$ cat config.mk
export PLATFORM = sky130hd
export DESIGN_NAME = linear_proj_top
export DESIGN_NICKNAME = d
export VERILOG_FILES = /design/src/linproj_ctrl_pkg.sv /design/src/linproj_types_pkg.sv /design/src/linear_proj_top.sv /design/src/linproj_accum.sv /design/src/linproj_block_mac.sv /design/src/linproj_bram.sv /design/src/linproj_ctrl.sv
export VERILOG_INCLUDE_DIRS = /design/src
export SDC_FILE = /design/constraint.sdc
export NUM_CORES = 2
export LEC_CHECK = 0
export CAP_MARGIN = 40
export CORE_MARGIN = 2
export CORE_UTILIZATION = 37
export CTS_CLUSTER_DIAMETER = 60
export DETAILED_ROUTE_END_ITERATION = 7
export DONT_BUFFER_PORTS = 1
export HOLD_SLACK_MARGIN = 0.15
export MAX_ROUTING_LAYER = met4
export PLACE_DENSITY = 0.56
export SYNTH_ARGS = -nofsm -noshare
export SYNTH_HDL_FRONTEND = slang
export SYNTH_SLANG_ARGS = --single-unit
$ cat constraint.sdc
create_clock -name clk -period 5.27 [get_ports clk]
set_clock_uncertainty 0.1 [all_clocks]
set_input_delay 0.527 -clock clk [delete_from_list [all_inputs] [get_ports clk]]
set_output_delay 0.527 -clock clk [all_outputs]
set_load 0.05 [all_outputs]
$ cat src/linproj_macros.svh
// Matrix geometry sizes and derived counts for the linear-projection engine
`ifndef LINPROJ_MACROS_SVH
`define LINPROJ_MACROS_SVH

// Rows of A, must be even since rows are processed in pairs
`define LP_ROWS 4
// Inner dimension shared by A and W
`define LP_INNER 8
// Columns of W and of C
`define LP_COLS 3
// Elements packed into one RAM word
`define LP_BLOCK 4

// Element and sum widths
`define LP_DATA_W 8
`define LP_PSUM_W 18
`define LP_ACC_W 20

// Blocks per row of A or column of W
`define LP_KB (`LP_INNER / `LP_BLOCK)
// Activation RAM depth, row-major blocks
`define LP_NUM_A_WORDS (`LP_ROWS * `LP_KB)
// Weight RAM depth, column-major blocks
`define LP_NUM_W_WORDS (`LP_COLS * `LP_KB)

// RAM address widths
`define LP_ADDR_A 3
`define LP_ADDR_W 3

// Output pairs, one per row pair and column
`define LP_NUM_PAIRS ((`LP_ROWS / 2) * `LP_COLS)

`endif

$ cat src/linproj_ctrl_pkg.sv
// Control types: RAM port request and pipeline block tag

`include "linproj_macros.svh"

package linproj_ctrl_pkg;

    // Request for one RAM port
    // Write when en and we, read when en alone
    typedef struct packed {
        // Port enable
        logic                  en;
        // Write enable
        logic                  we;
        // Word address
        logic [`LP_ADDR_A-1:0] addr;
    } ram_req_t;

    // Marker that travels with a block through the pipeline
    typedef struct packed {
        // Block present on this cycle
        logic valid;
        // First block of an output pair, restarts the accumulator
        logic first;
        // Last block of an output pair, closes the sum
        logic last;
    } blk_tag_t;

endpackage

$ cat src/linproj_types_pkg.sv
// Data types: activations, weights, RAM blocks, partial sums
// and the result record

`include "linproj_macros.svh"

package linproj_types_pkg;

    // Single signed activation element
    typedef logic signed [`LP_DATA_W-1:0] act_t;

    // Single signed weight element
    typedef logic signed [`LP_DATA_W-1:0] wgt_t;

    // One activation RAM word
    // Element 0 sits in the low byte
    typedef act_t [`LP_BLOCK-1:0] act_block_t;

    // One weight RAM word, same packing as activations
    typedef wgt_t [`LP_BLOCK-1:0] wgt_block_t;

    // Dot product of one block
    // 16-bit products, four of them, need two guard bits
    typedef logic signed [`LP_PSUM_W-1:0] psum_t;

    // Finished element of C
    typedef logic signed [`LP_ACC_W-1:0] acc_t;

    // Result record for one row pair and column
    typedef struct packed {
        // Element of C for the even row
        acc_t       sum_even;
        // Element of C for the odd row
        acc_t       sum_odd;
        // Row pair index, rows 2r and 2r+1
        logic       row_pair;
        // Column of C
        logic [1:0] col;
    } proj_result_t;

endpackage

$ cat src/linear_proj_top.sv
// Linear-projection engine top level
// Controller, activation and weight RAMs, block MAC and accumulator
`timescale 1ns/100ps

`include "linproj_macros.svh"

module linear_proj_top
    import linproj_types_pkg::*;
    import linproj_ctrl_pkg::*;
(
    input  logic         clk,
    input  logic         rst_n,
    // Host activation write ports, even rows on A, odd rows on B
    input  ram_req_t     act_req_a,
    input  act_block_t   act_wdata_a,
    input  ram_req_t     act_req_b,
    input  act_block_t   act_wdata_b,
    // Host weight write port
    input  ram_req_t     wgt_req,
    input  wgt_block_t   wgt_wdata,
    // Results
    output proj_result_t result,
    output logic         out_valid,
    output logic         done,
    output logic         busy
);

    // RAM ports after the controller mux
    ram_req_t act_port_a;
    ram_req_t act_port_b;
    ram_req_t wgt_port_a;
    ram_req_t wgt_port_b;

    // RAM read data
    act_block_t act_rdata_a;
    act_block_t act_rdata_b;
    wgt_block_t wgt_rdata;

    // Pipeline signals
    blk_tag_t   ctrl_tag;
    blk_tag_t   mac_tag;
    psum_t      psum_even;
    psum_t      psum_odd;
    acc_t       sum_even;
    acc_t       sum_odd;
    logic       acc_done;
    logic       row_pair;
    logic [1:0] col;

    linproj_ctrl u_ctrl (
        .clk        (clk),
        .rst_n      (rst_n),
        .host_act_a (act_req_a),
        .host_act_b (act_req_b),
        .host_wgt   (wgt_req),
        .acc_done   (acc_done),
        .act_port_a (act_port_a),
        .act_port_b (act_port_b),
        .wgt_port_a (wgt_port_a),
        .wgt_port_b (wgt_port_b),
        .tag        (ctrl_tag),
        .row_pair   (row_pair),
        .col        (col),
        .out_valid  (out_valid),
        .done       (done),
        .busy       (busy)
    );

    // Activation RAM, row-major blocks
    linproj_bram #(
        .word_t (act_block_t),
        .depth  (`LP_NUM_A_WORDS)
    ) u_act_ram (
        .clk     (clk),
        .req_a   (act_port_a),
        .wdata_a (act_wdata_a),
        .req_b   (act_port_b),
        .wdata_b (act_wdata_b),
        .rdata_a (act_rdata_a),
        .rdata_b (act_rdata_b)
    );

    // Weight RAM, written on A, read on B
    linproj_bram #(
        .word_t (wgt_block_t),
        .depth  (`LP_NUM_W_WORDS)
    ) u_wgt_ram (
        .clk     (clk),
        .req_a   (wgt_port_a),
        .wdata_a (wgt_wdata),
        .req_b   (wgt_port_b),
        .wdata_b ('0),
        .rdata_a (),
        .rdata_b (wgt_rdata)
    );

    linproj_block_mac u_mac (
        .clk       (clk),
        .rst_n     (rst_n),
        .act_even  (act_rdata_a),
        .act_odd   (act_rdata_b),
        .wgt       (wgt_rdata),
        .tag_in    (ctrl_tag),
        .psum_even (psum_even),
        .psum_odd  (psum_odd),
        .tag_out   (mac_tag)
    );

    linproj_accum u_accum (
        .clk       (clk),
        .rst_n     (rst_n),
        .psum_even (psum_even),
        .psum_odd  (psum_odd),
        .tag       (mac_tag),
        .sum_even  (sum_even),
        .sum_odd   (sum_odd),
        .acc_done  (acc_done)
    );

    // Held sums plus the pair indices still current at out_valid
    assign result = '{sum_even: sum_even, sum_odd: sum_odd, row_pair: row_pair, col: col};

endmodule

$ cat src/linproj_accum.sv
// Two-lane accumulator over the blocks of one output pair
// Pulses acc_done once the last block is in
`timescale 1ns/100ps

module linproj_accum
    import linproj_types_pkg::*;
    import linproj_ctrl_pkg::*;
(
    input  logic     clk,
    input  logic     rst_n,
    input  psum_t    psum_even,
    input  psum_t    psum_odd,
    input  blk_tag_t tag,
    output acc_t     sum_even,
    output acc_t     sum_odd,
    output logic     acc_done
);

    // Running sums, held between pairs
    acc_t acc_even;
    acc_t acc_odd;
    logic done_q;

    // Block sums widened to the result width
    acc_t ext_even;
    acc_t ext_odd;

    assign ext_even = acc_t'(psum_even);
    assign ext_odd  = acc_t'(psum_odd);

    // First block loads, later blocks add
    always_ff @(posedge clk) begin
        if (tag.valid) begin
            if (tag.first) begin
                acc_even <= ext_even;
                acc_odd  <= ext_odd;
            end else begin
                acc_even <= acc_even + ext_even;
                acc_odd  <= acc_odd + ext_odd;
            end
        end
    end

    // One-cycle strobe after the closing block
    always_ff @(posedge clk) begin
        if (!rst_n) begin
            done_q <= 1'b0;
        end else begin
            done_q <= tag.valid && tag.last;
        end
    end

    assign sum_even = acc_even;
    assign sum_odd  = acc_odd;
    assign acc_done = done_q;

endmodule

$ cat src/linproj_block_mac.sv
// Two-lane block dot product
// Products in the first stage, block sums in the second
`timescale 1ns/100ps

`include "linproj_macros.svh"

module linproj_block_mac
    import linproj_types_pkg::*;
    import linproj_ctrl_pkg::*;
(
    input  logic       clk,
    input  logic       rst_n,
    input  act_block_t act_even,
    input  act_block_t act_odd,
    input  wgt_block_t wgt,
    input  blk_tag_t   tag_in,
    output psum_t      psum_even,
    output psum_t      psum_odd,
    output blk_tag_t   tag_out
);

    // Stage 1 element products, full 16-bit signed
    logic signed [2*`LP_DATA_W-1:0] prod_even [`LP_BLOCK];
    logic signed [2*`LP_DATA_W-1:0] prod_odd  [`LP_BLOCK];
    blk_tag_t                       tag_s1;

    // Stage 2 block sums
    psum_t    sum_even;
    psum_t    sum_odd;
    blk_tag_t tag_s2;

    // Same weight block feeds both lanes
    always_ff @(posedge clk) begin
        for (int i = 0; i < `LP_BLOCK; i++) begin
            prod_even[i] <= $signed(act_even[i]) * $signed(wgt[i]);
            prod_odd[i]  <= $signed(act_odd[i]) * $signed(wgt[i]);
        end
    end

    // Adder tree collapsed into a loop, sign-extended into psum width
    always_comb begin
        sum_even = '0;
        sum_odd  = '0;
        for (int i = 0; i < `LP_BLOCK; i++) begin
            sum_even = sum_even + psum_t'(prod_even[i]);
            sum_odd  = sum_odd + psum_t'(prod_odd[i]);
        end
    end

    always_ff @(posedge clk) begin
        psum_even <= sum_even;
        psum_odd  <= sum_odd;
    end

    // Tag follows the data through both stages
    always_ff @(posedge clk) begin
        if (!rst_n) begin
            tag_s1 <= '0;
            tag_s2 <= '0;
        end else begin
            tag_s1 <= tag_in;
            tag_s2 <= tag_s1;
        end
    end

    assign tag_out = tag_s2;

endmodule

$ cat src/linproj_bram.sv
// True dual-port RAM with a type-parameter word
// and a registered read port on each side
`timescale 1ns/100ps

module linproj_bram
    import linproj_ctrl_pkg::*;
#(
    parameter type word_t = logic [31:0],
    parameter int  depth  = 8
) (
    input  logic     clk,
    input  ram_req_t req_a,
    input  word_t    wdata_a,
    input  ram_req_t req_b,
    input  word_t    wdata_b,
    output word_t    rdata_a,
    output word_t    rdata_b
);

    // Storage array
    word_t mem [depth];

    // Both ports share one process
    // On a same-address write collision port B lands last and wins
    always_ff @(posedge clk) begin
        // Port A
        if (req_a.en && req_a.we) begin
            mem[req_a.addr] <= wdata_a;
        end
        if (req_a.en && !req_a.we) begin
            rdata_a <= mem[req_a.addr];
        end

        // Port B
        if (req_b.en && req_b.we) begin
            mem[req_b.addr] <= wdata_b;
        end
        if (req_b.en && !req_b.we) begin
            rdata_b <= mem[req_b.addr];
        end
    end

endmodule

$ cat src/linproj_ctrl.sv
// Controller: write/compute phase, RAM port multiplexing, read addressing,
// row and column stepping, result strobe and done level
`timescale 1ns/100ps

`include "linproj_macros.svh"

module linproj_ctrl
    import linproj_ctrl_pkg::*;
(
    input  logic       clk,
    input  logic       rst_n,
    input  ram_req_t   host_act_a,
    input  ram_req_t   host_act_b,
    input  ram_req_t   host_wgt,
    input  logic       acc_done,
    output ram_req_t   act_port_a,
    output ram_req_t   act_port_b,
    output ram_req_t   wgt_port_a,
    output ram_req_t   wgt_port_b,
    output blk_tag_t   tag,
    output logic       row_pair,
    output logic [1:0] col,
    output logic       out_valid,
    output logic       done,
    output logic       busy
);

    // Counter widths
    localparam int blk_w  = ($clog2(`LP_KB) > 0) ? $clog2(`LP_KB) : 1;
    localparam int pair_w = $clog2(`LP_NUM_PAIRS + 1);

    // Address of the word the host writes last
    localparam logic [`LP_ADDR_A-1:0] last_act_addr = `LP_ADDR_A'(`LP_NUM_A_WORDS - 1);

    // Phase and sequencing state
    logic              write_phase;
    logic              issue;
    logic [blk_w-1:0]  blk;
    logic              row_q;
    logic [1:0]        col_q;
    logic [pair_w-1:0] pair_cnt;
    blk_tag_t          tag_q;
    logic              out_valid_q;
    logic              done_q;

    // Decodes
    logic                  last_write;
    logic                  blk_last;
    logic                  step_pair;
    logic [`LP_ADDR_A-1:0] rd_addr_a;
    logic [`LP_ADDR_A-1:0] rd_addr_b;
    logic [`LP_ADDR_W-1:0] rd_addr_w;

    // Port A write to the final activation word closes the write phase
    assign last_write = write_phase && host_act_a.en && host_act_a.we &&
                        (host_act_a.addr == last_act_addr);

    assign blk_last = (int'(blk) == `LP_KB - 1);

    // Move to the next pair after every result but the last one
    assign step_pair = out_valid_q && !done_q;

    // Even row 2r on port A, odd row 2r+1 on port B
    assign rd_addr_a = `LP_ADDR_A'(int'(blk) + `LP_KB * (2 * int'(row_q)));
    assign rd_addr_b = `LP_ADDR_A'(int'(blk) + `LP_KB * (2 * int'(row_q) + 1));
    // Weights stored column by column
    assign rd_addr_w = `LP_ADDR_W'(int'(blk) + `LP_KB * int'(col_q));

    // Port multiplexing
    always_comb begin
        if (write_phase) begin
            // Host owns the write ports
            act_port_a = host_act_a;
            act_port_b = host_act_b;
            wgt_port_a = host_wgt;
        end else begin
            // Compute: RAMs stay on, host writes blocked
            act_port_a = '{en: 1'b1, we: 1'b0, addr: rd_addr_a};
            act_port_b = '{en: 1'b1, we: 1'b0, addr: rd_addr_b};
            wgt_port_a = '{en: 1'b1, we: 1'b0, addr: host_wgt.addr};
        end
        // Weight port B is a read port in both phases
        wgt_port_b = '{en: 1'b1, we: 1'b0, addr: rd_addr_w};
    end

    always_ff @(posedge clk) begin
        if (!rst_n) begin
            write_phase <= 1'b1;
            issue       <= 1'b0;
            blk         <= '0;
            row_q       <= 1'b0;
            col_q       <= '0;
            pair_cnt    <= '0;
            tag_q       <= '0;
            out_valid_q <= 1'b0;
            done_q      <= 1'b0;
        end else begin
            // Tag lines up with RAM read data one cycle after the address
            tag_q.valid <= issue;
            tag_q.first <= issue && (blk == '0);
            tag_q.last  <= issue && blk_last;

            // Result strobe trails the accumulator by one cycle
            out_valid_q <= acc_done;

            // Done latches alongside the final result strobe
            if (acc_done && (int'(pair_cnt) == `LP_NUM_PAIRS - 1)) begin
                done_q <= 1'b1;
            end

            // Leave the write phase and start the first pair
            if (last_write) begin
                write_phase <= 1'b0;
                issue       <= 1'b1;
            end

            // Block counter, runs LP_KB cycles per pair
            if (issue) begin
                if (blk_last) begin
                    blk   <= '0;
                    issue <= 1'b0;
                end else begin
                    blk <= blk + 1'b1;
                end
            end

            // Column first, then row pair
            if (step_pair) begin
                pair_cnt <= pair_cnt + 1'b1;
                issue    <= 1'b1;
                if (int'(col_q) == `LP_COLS - 1) begin
                    col_q <= '0;
                    row_q <= ~row_q;
                end else begin
                    col_q <= col_q + 1'b1;
                end
            end
        end
    end

    assign tag       = tag_q;
    assign row_pair  = row_q;
    assign col       = col_q;
    assign out_valid = out_valid_q;
    assign done      = done_q;
    // High from the end of loading until the last result
    assign busy      = !write_phase && !done_q;

endmodule

==> flow_summary_export.csv <==
group,metric,value,unit
status,status,"finished clean",
floorplanning,initial_core_util,37.17,%
synth,ys_seq_area_share,38.16,%
synth,ys_ff_latch,769,
placement,placed_cell_area,57930,sq um
synth,synth_warnings,0,
drt,drtAntennaViolNets,0,
worst_setup_path,crit_end,"u_mac.prod_odd[3][15]$_DFF_P_",
timing,clock.fmax,203.6,MHz
clock_network,cts_buffer_depth,3,
floorplanning,row_count,141,
placement,dpl.cell_count,6849,
synth,synth_top_area_cell,"edfxtp_1",
worst_setup_path,cp_max_fo,8,
drt,wirelength,147.4,mm
worst_setup_path,cp-end-kind,"flip-flop",
clock_network,clk_pin_slew,0.06,ns
global_route,overflow,0,
cells_and_area,multi_input_area,30950,sq um
synth,synth_top_area_share,30.24,%
clock_network,cts_tree,"built",
synth,syn_avg_cell_area,11.02,sq um
timing,finalSetupViolCount,0,
worst_setup_path,cp-startpoint,"u_act_ram.rdata_b[29]$_DFFE_PP_",
timing,fin_crit,4.911,ns
clock_network,cts_num_sinks,769,
drt,drt_iter0_markers,2543,
floorplanning,core,147500,sq um
min_path,hp-class,"input pin to flip-flop",
floorplanning,die_y,388.9,microns
timing,relSlewSlack,39.10,%
worst_setup_path,reg2reg_to,"u_mac.prod_odd[3][15]$_DFF_P_",
worst_setup_path,critPathKind,"flip-flop to flip-flop",
global_route,grt_use_total,20.27,%
cells_and_area,fill_cells,13910,
worst_setup_path,required,5.77,ns
clock_network,cts-htree-levels,3,
placement,place_congestion,0.9036,
cells_and_area,final_cells,7182,
clock_network,cts_buffers,96,
worst_setup_path,r2r_slack,0.36,ns
synth,synthFlopType,"edfxtp_1",
synth,netlist_instances,4974,
timing,slew_viol_final,0,
drt,via_per_inst,5.071,
drt,wl_per_cell,20.52,microns
synth,synth_edf_count,552,
global_route,grt_pass1_wl,227.8,mm
power,cellLeakagePower,25.85,nW
synth,ys_async_sr_fraction,0,%
timing,worstMarginPinSlew,0.9114,ns
power,p_total,31.70,mW
cells_and_area,ff_latch_area,20930,sq um
timing,timing.setup.tns,0,ns
run,drv_cap,0,
clock_network,cts_root_buffer,"clkbuf_16",
clock_network,postCtsSetupBuffers,0,
synth,synthMostInstantiatedCell,"inv_1",
synth,syn_area,54820,sq um
drt,vias,36420,
timing,hold_violations,0,
global_route,antenna_found_initial,23,
synth,synthTopCellsByCount,"inv_1 (698), nand2_1 (687), edfxtp_1 (552)",
power,power.density,506.8,nW/um^2
placement,io_buffers,0,
cells_and_area,drive_above_1_share,13.27,%
synth,synth_nets,5901,
global_route,grt_max_degree,94,
placement,place_hpwl,106.5,mm
worst_setup_path,cp.arrival,5.41,ns
floorplanning,io-pin-count,159,
worst_setup_path,r2r_start,"u_act_ram.rdata_b[29]$_DFFE_PP_",
power,peakVddDrop,0.5362,mV
timing,rsz0062_at_grt,"false",
synth,ys_types,68,
cells_and_area,nNetsFinal,6074,
worst_setup_path,ff2ff_path_depth,16,
timing,finalCritPeriodShare,93.19,%
floorplanning,fp.dieW,388.9,microns
cells_and_area,layout.cell_area.non_filler,62540,sq um
global_route,grt_pass1_vias,37550,
cells_and_area,area_growth,14.09,%
drt,dr.pass1.iters,6,
worst_setup_path,startpoint_type,"flip-flop",
synth,synth_area_leaders,"edfxtp_1 (30%), fa_1 (19%), dfxtp_1 (7.9%), ha_1 (7.0%), mux2_2 (6.9%)",
drt,drc,0,
floorplanning,die_area,151300,sq um
clock_network,clk_latency,0.76,ns
==> worst max-delay path, cell delays in order (launching register included) <==
cell and delay, ns:
edfxtp_1 0.50, and2_1 0.23, fa_1 0.53, inv_1 0.06, fa_1 0.53, inv_1 0.05, fa_1 0.47, inv_1 0.05
fa_1 0.47, inv_1 0.04, ha_1 0.30, a21oi_1 0.19, o21ai_0 0.17, and4_1 0.24, a2111oi_1 0.54, a21oi_1 0.17
xnor2_1 0.16
==> kinds of logic (layout without fill, tap and decap cells) <==
kind of cell	count (synthesis)	count (layout)	share of synthesized area, %
compound gates	571	571	6.163
xor+xnor	180	180	2.876
fa+ha+maj	814	814	25.54
buf+inv	862	1118	5.989
flops	769	769	38.16
mux	392	392	8.924
other cells	0	22	0
simple gates	1386	1386	12.35
==> power by group <==
group	internal, mW	total, mW	switching [mW]	leakage (nW)
clock	3.87	6.70	2.83	1.59
combinational	7.43	16.7	9.31	17.4
sequential	7.58	8.26	0.674	6.85
total	18.9	31.7	12.8	25.8
==> stage by stage <==
step	utilization (%)	setup slack, ns	hold slack, ns
floorplan	-	0.4575	0.3119
CTS	42.37	0.2606	0.1743
global placement	39.12	0.4081	0.3146
finish	42.41	0.3591	0.2493
detailed placement	39.28	0.2856	0.3181
global route	42.40	0.002855	0.2217
==> sequential cells by signal, summed over array words and instances, names as in the netlist, 20 cells and up <==
signal and cells:
u_wgt_ram.mem 192, u_accum.sum_odd 20, u_act_ram.mem 256, u_wgt_ram.rdata_b 32, u_accum.sum_even 20, u_mac.prod_odd 64, u_act_ram.rdata_b 32, u_act_ram.rdata_a 32
u_mac.prod_even 64
==> cells in the final DEF, fill, tap and decap left out, types with 8 or more instances in the layout <==
master,instances
mux4_2,44
nor2_4,11
nor3_1,18
inv_6,9
edfxtp_1,552
clkinv_1,8
diode_2,22
a21boi_0,12
a21oi_1,303
nand2b_1,32
ha_1,306
nand2_1,685
nor2_1,95
o31ai_1,8
clkinv_2,15
xnor2_1,134
o22ai_4,8
and3_1,15
inv_1,698
mux2i_1,14
and2_1,348
nand3_1,14
xor2_1,46
clkbuf_1,21
or4_1,57
o21ai_0,95
a21o_1,44
a211o_1,8
o21a_1,10
fa_1,508
dlygate4sd3_1,130
mux2_2,334
clkbuf_16,97
nor2b_1,71
dfxtp_1,209
buf_4,96
==> cell type report <==
type                            instances  share of cell area, %
Inverter                              698                  4.189
Timing Repair Buffer                  239                  3.693
Clock buffer                          122                  4.095
Sequential cell                       769                  33.47
Multi-Input combinational cell       3343                  49.49
Clock inverter                         59                  1.112
Tap cell                             1930                  3.861
Antenna cell                           22                0.08802
==> metal layers <==
layer | wire length, microns | part of all wire [%] | global-route usage [%]
met1 | 64590 | 44 | 26.07
met2 | 68980 | 47 | 32.53
met3 | 9308 | 6.3 | 3.841
met4 | 4534 | 3.1 | 6.089
met5 | 0 | 0 | -
==> timing repair <==
item | 4_1_cts | 5_1_grt
endpoints found under the hold margin | 470 | 0
hold buffers | 130 | 0
resized for setup | 0 | 4
setup endpoints to repair | 0 | 3
==> worst min path at each step <==
stage                                           from                         endpoint  slack, ns  cells after the start
after CTS                               act_req_a[2]  u_act_ram.rdata_a[31]$_DFFE_PP_       0.17                      2
after global placement    u_mac.tag_s1[0]$_SDFF_PN0_      u_mac.tag_out[0]$_SDFF_PN0_       0.31                      1
after global routing                    act_req_a[2]  u_act_ram.rdata_a[31]$_DFFE_PP_       0.22                      2
after floorplan           u_mac.tag_s1[0]$_SDFF_PN0_      u_mac.tag_out[0]$_SDFF_PN0_       0.31                      1
after detailed placement    u_ctrl.tag[2]$_SDFF_PN0_       u_mac.tag_s1[2]$_SDFF_PN0_       0.32                      1
final                                   act_req_a[2]  u_act_ram.rdata_a[31]$_DFFE_PP_       0.25                      2
(Power assumes the default switching activity.)
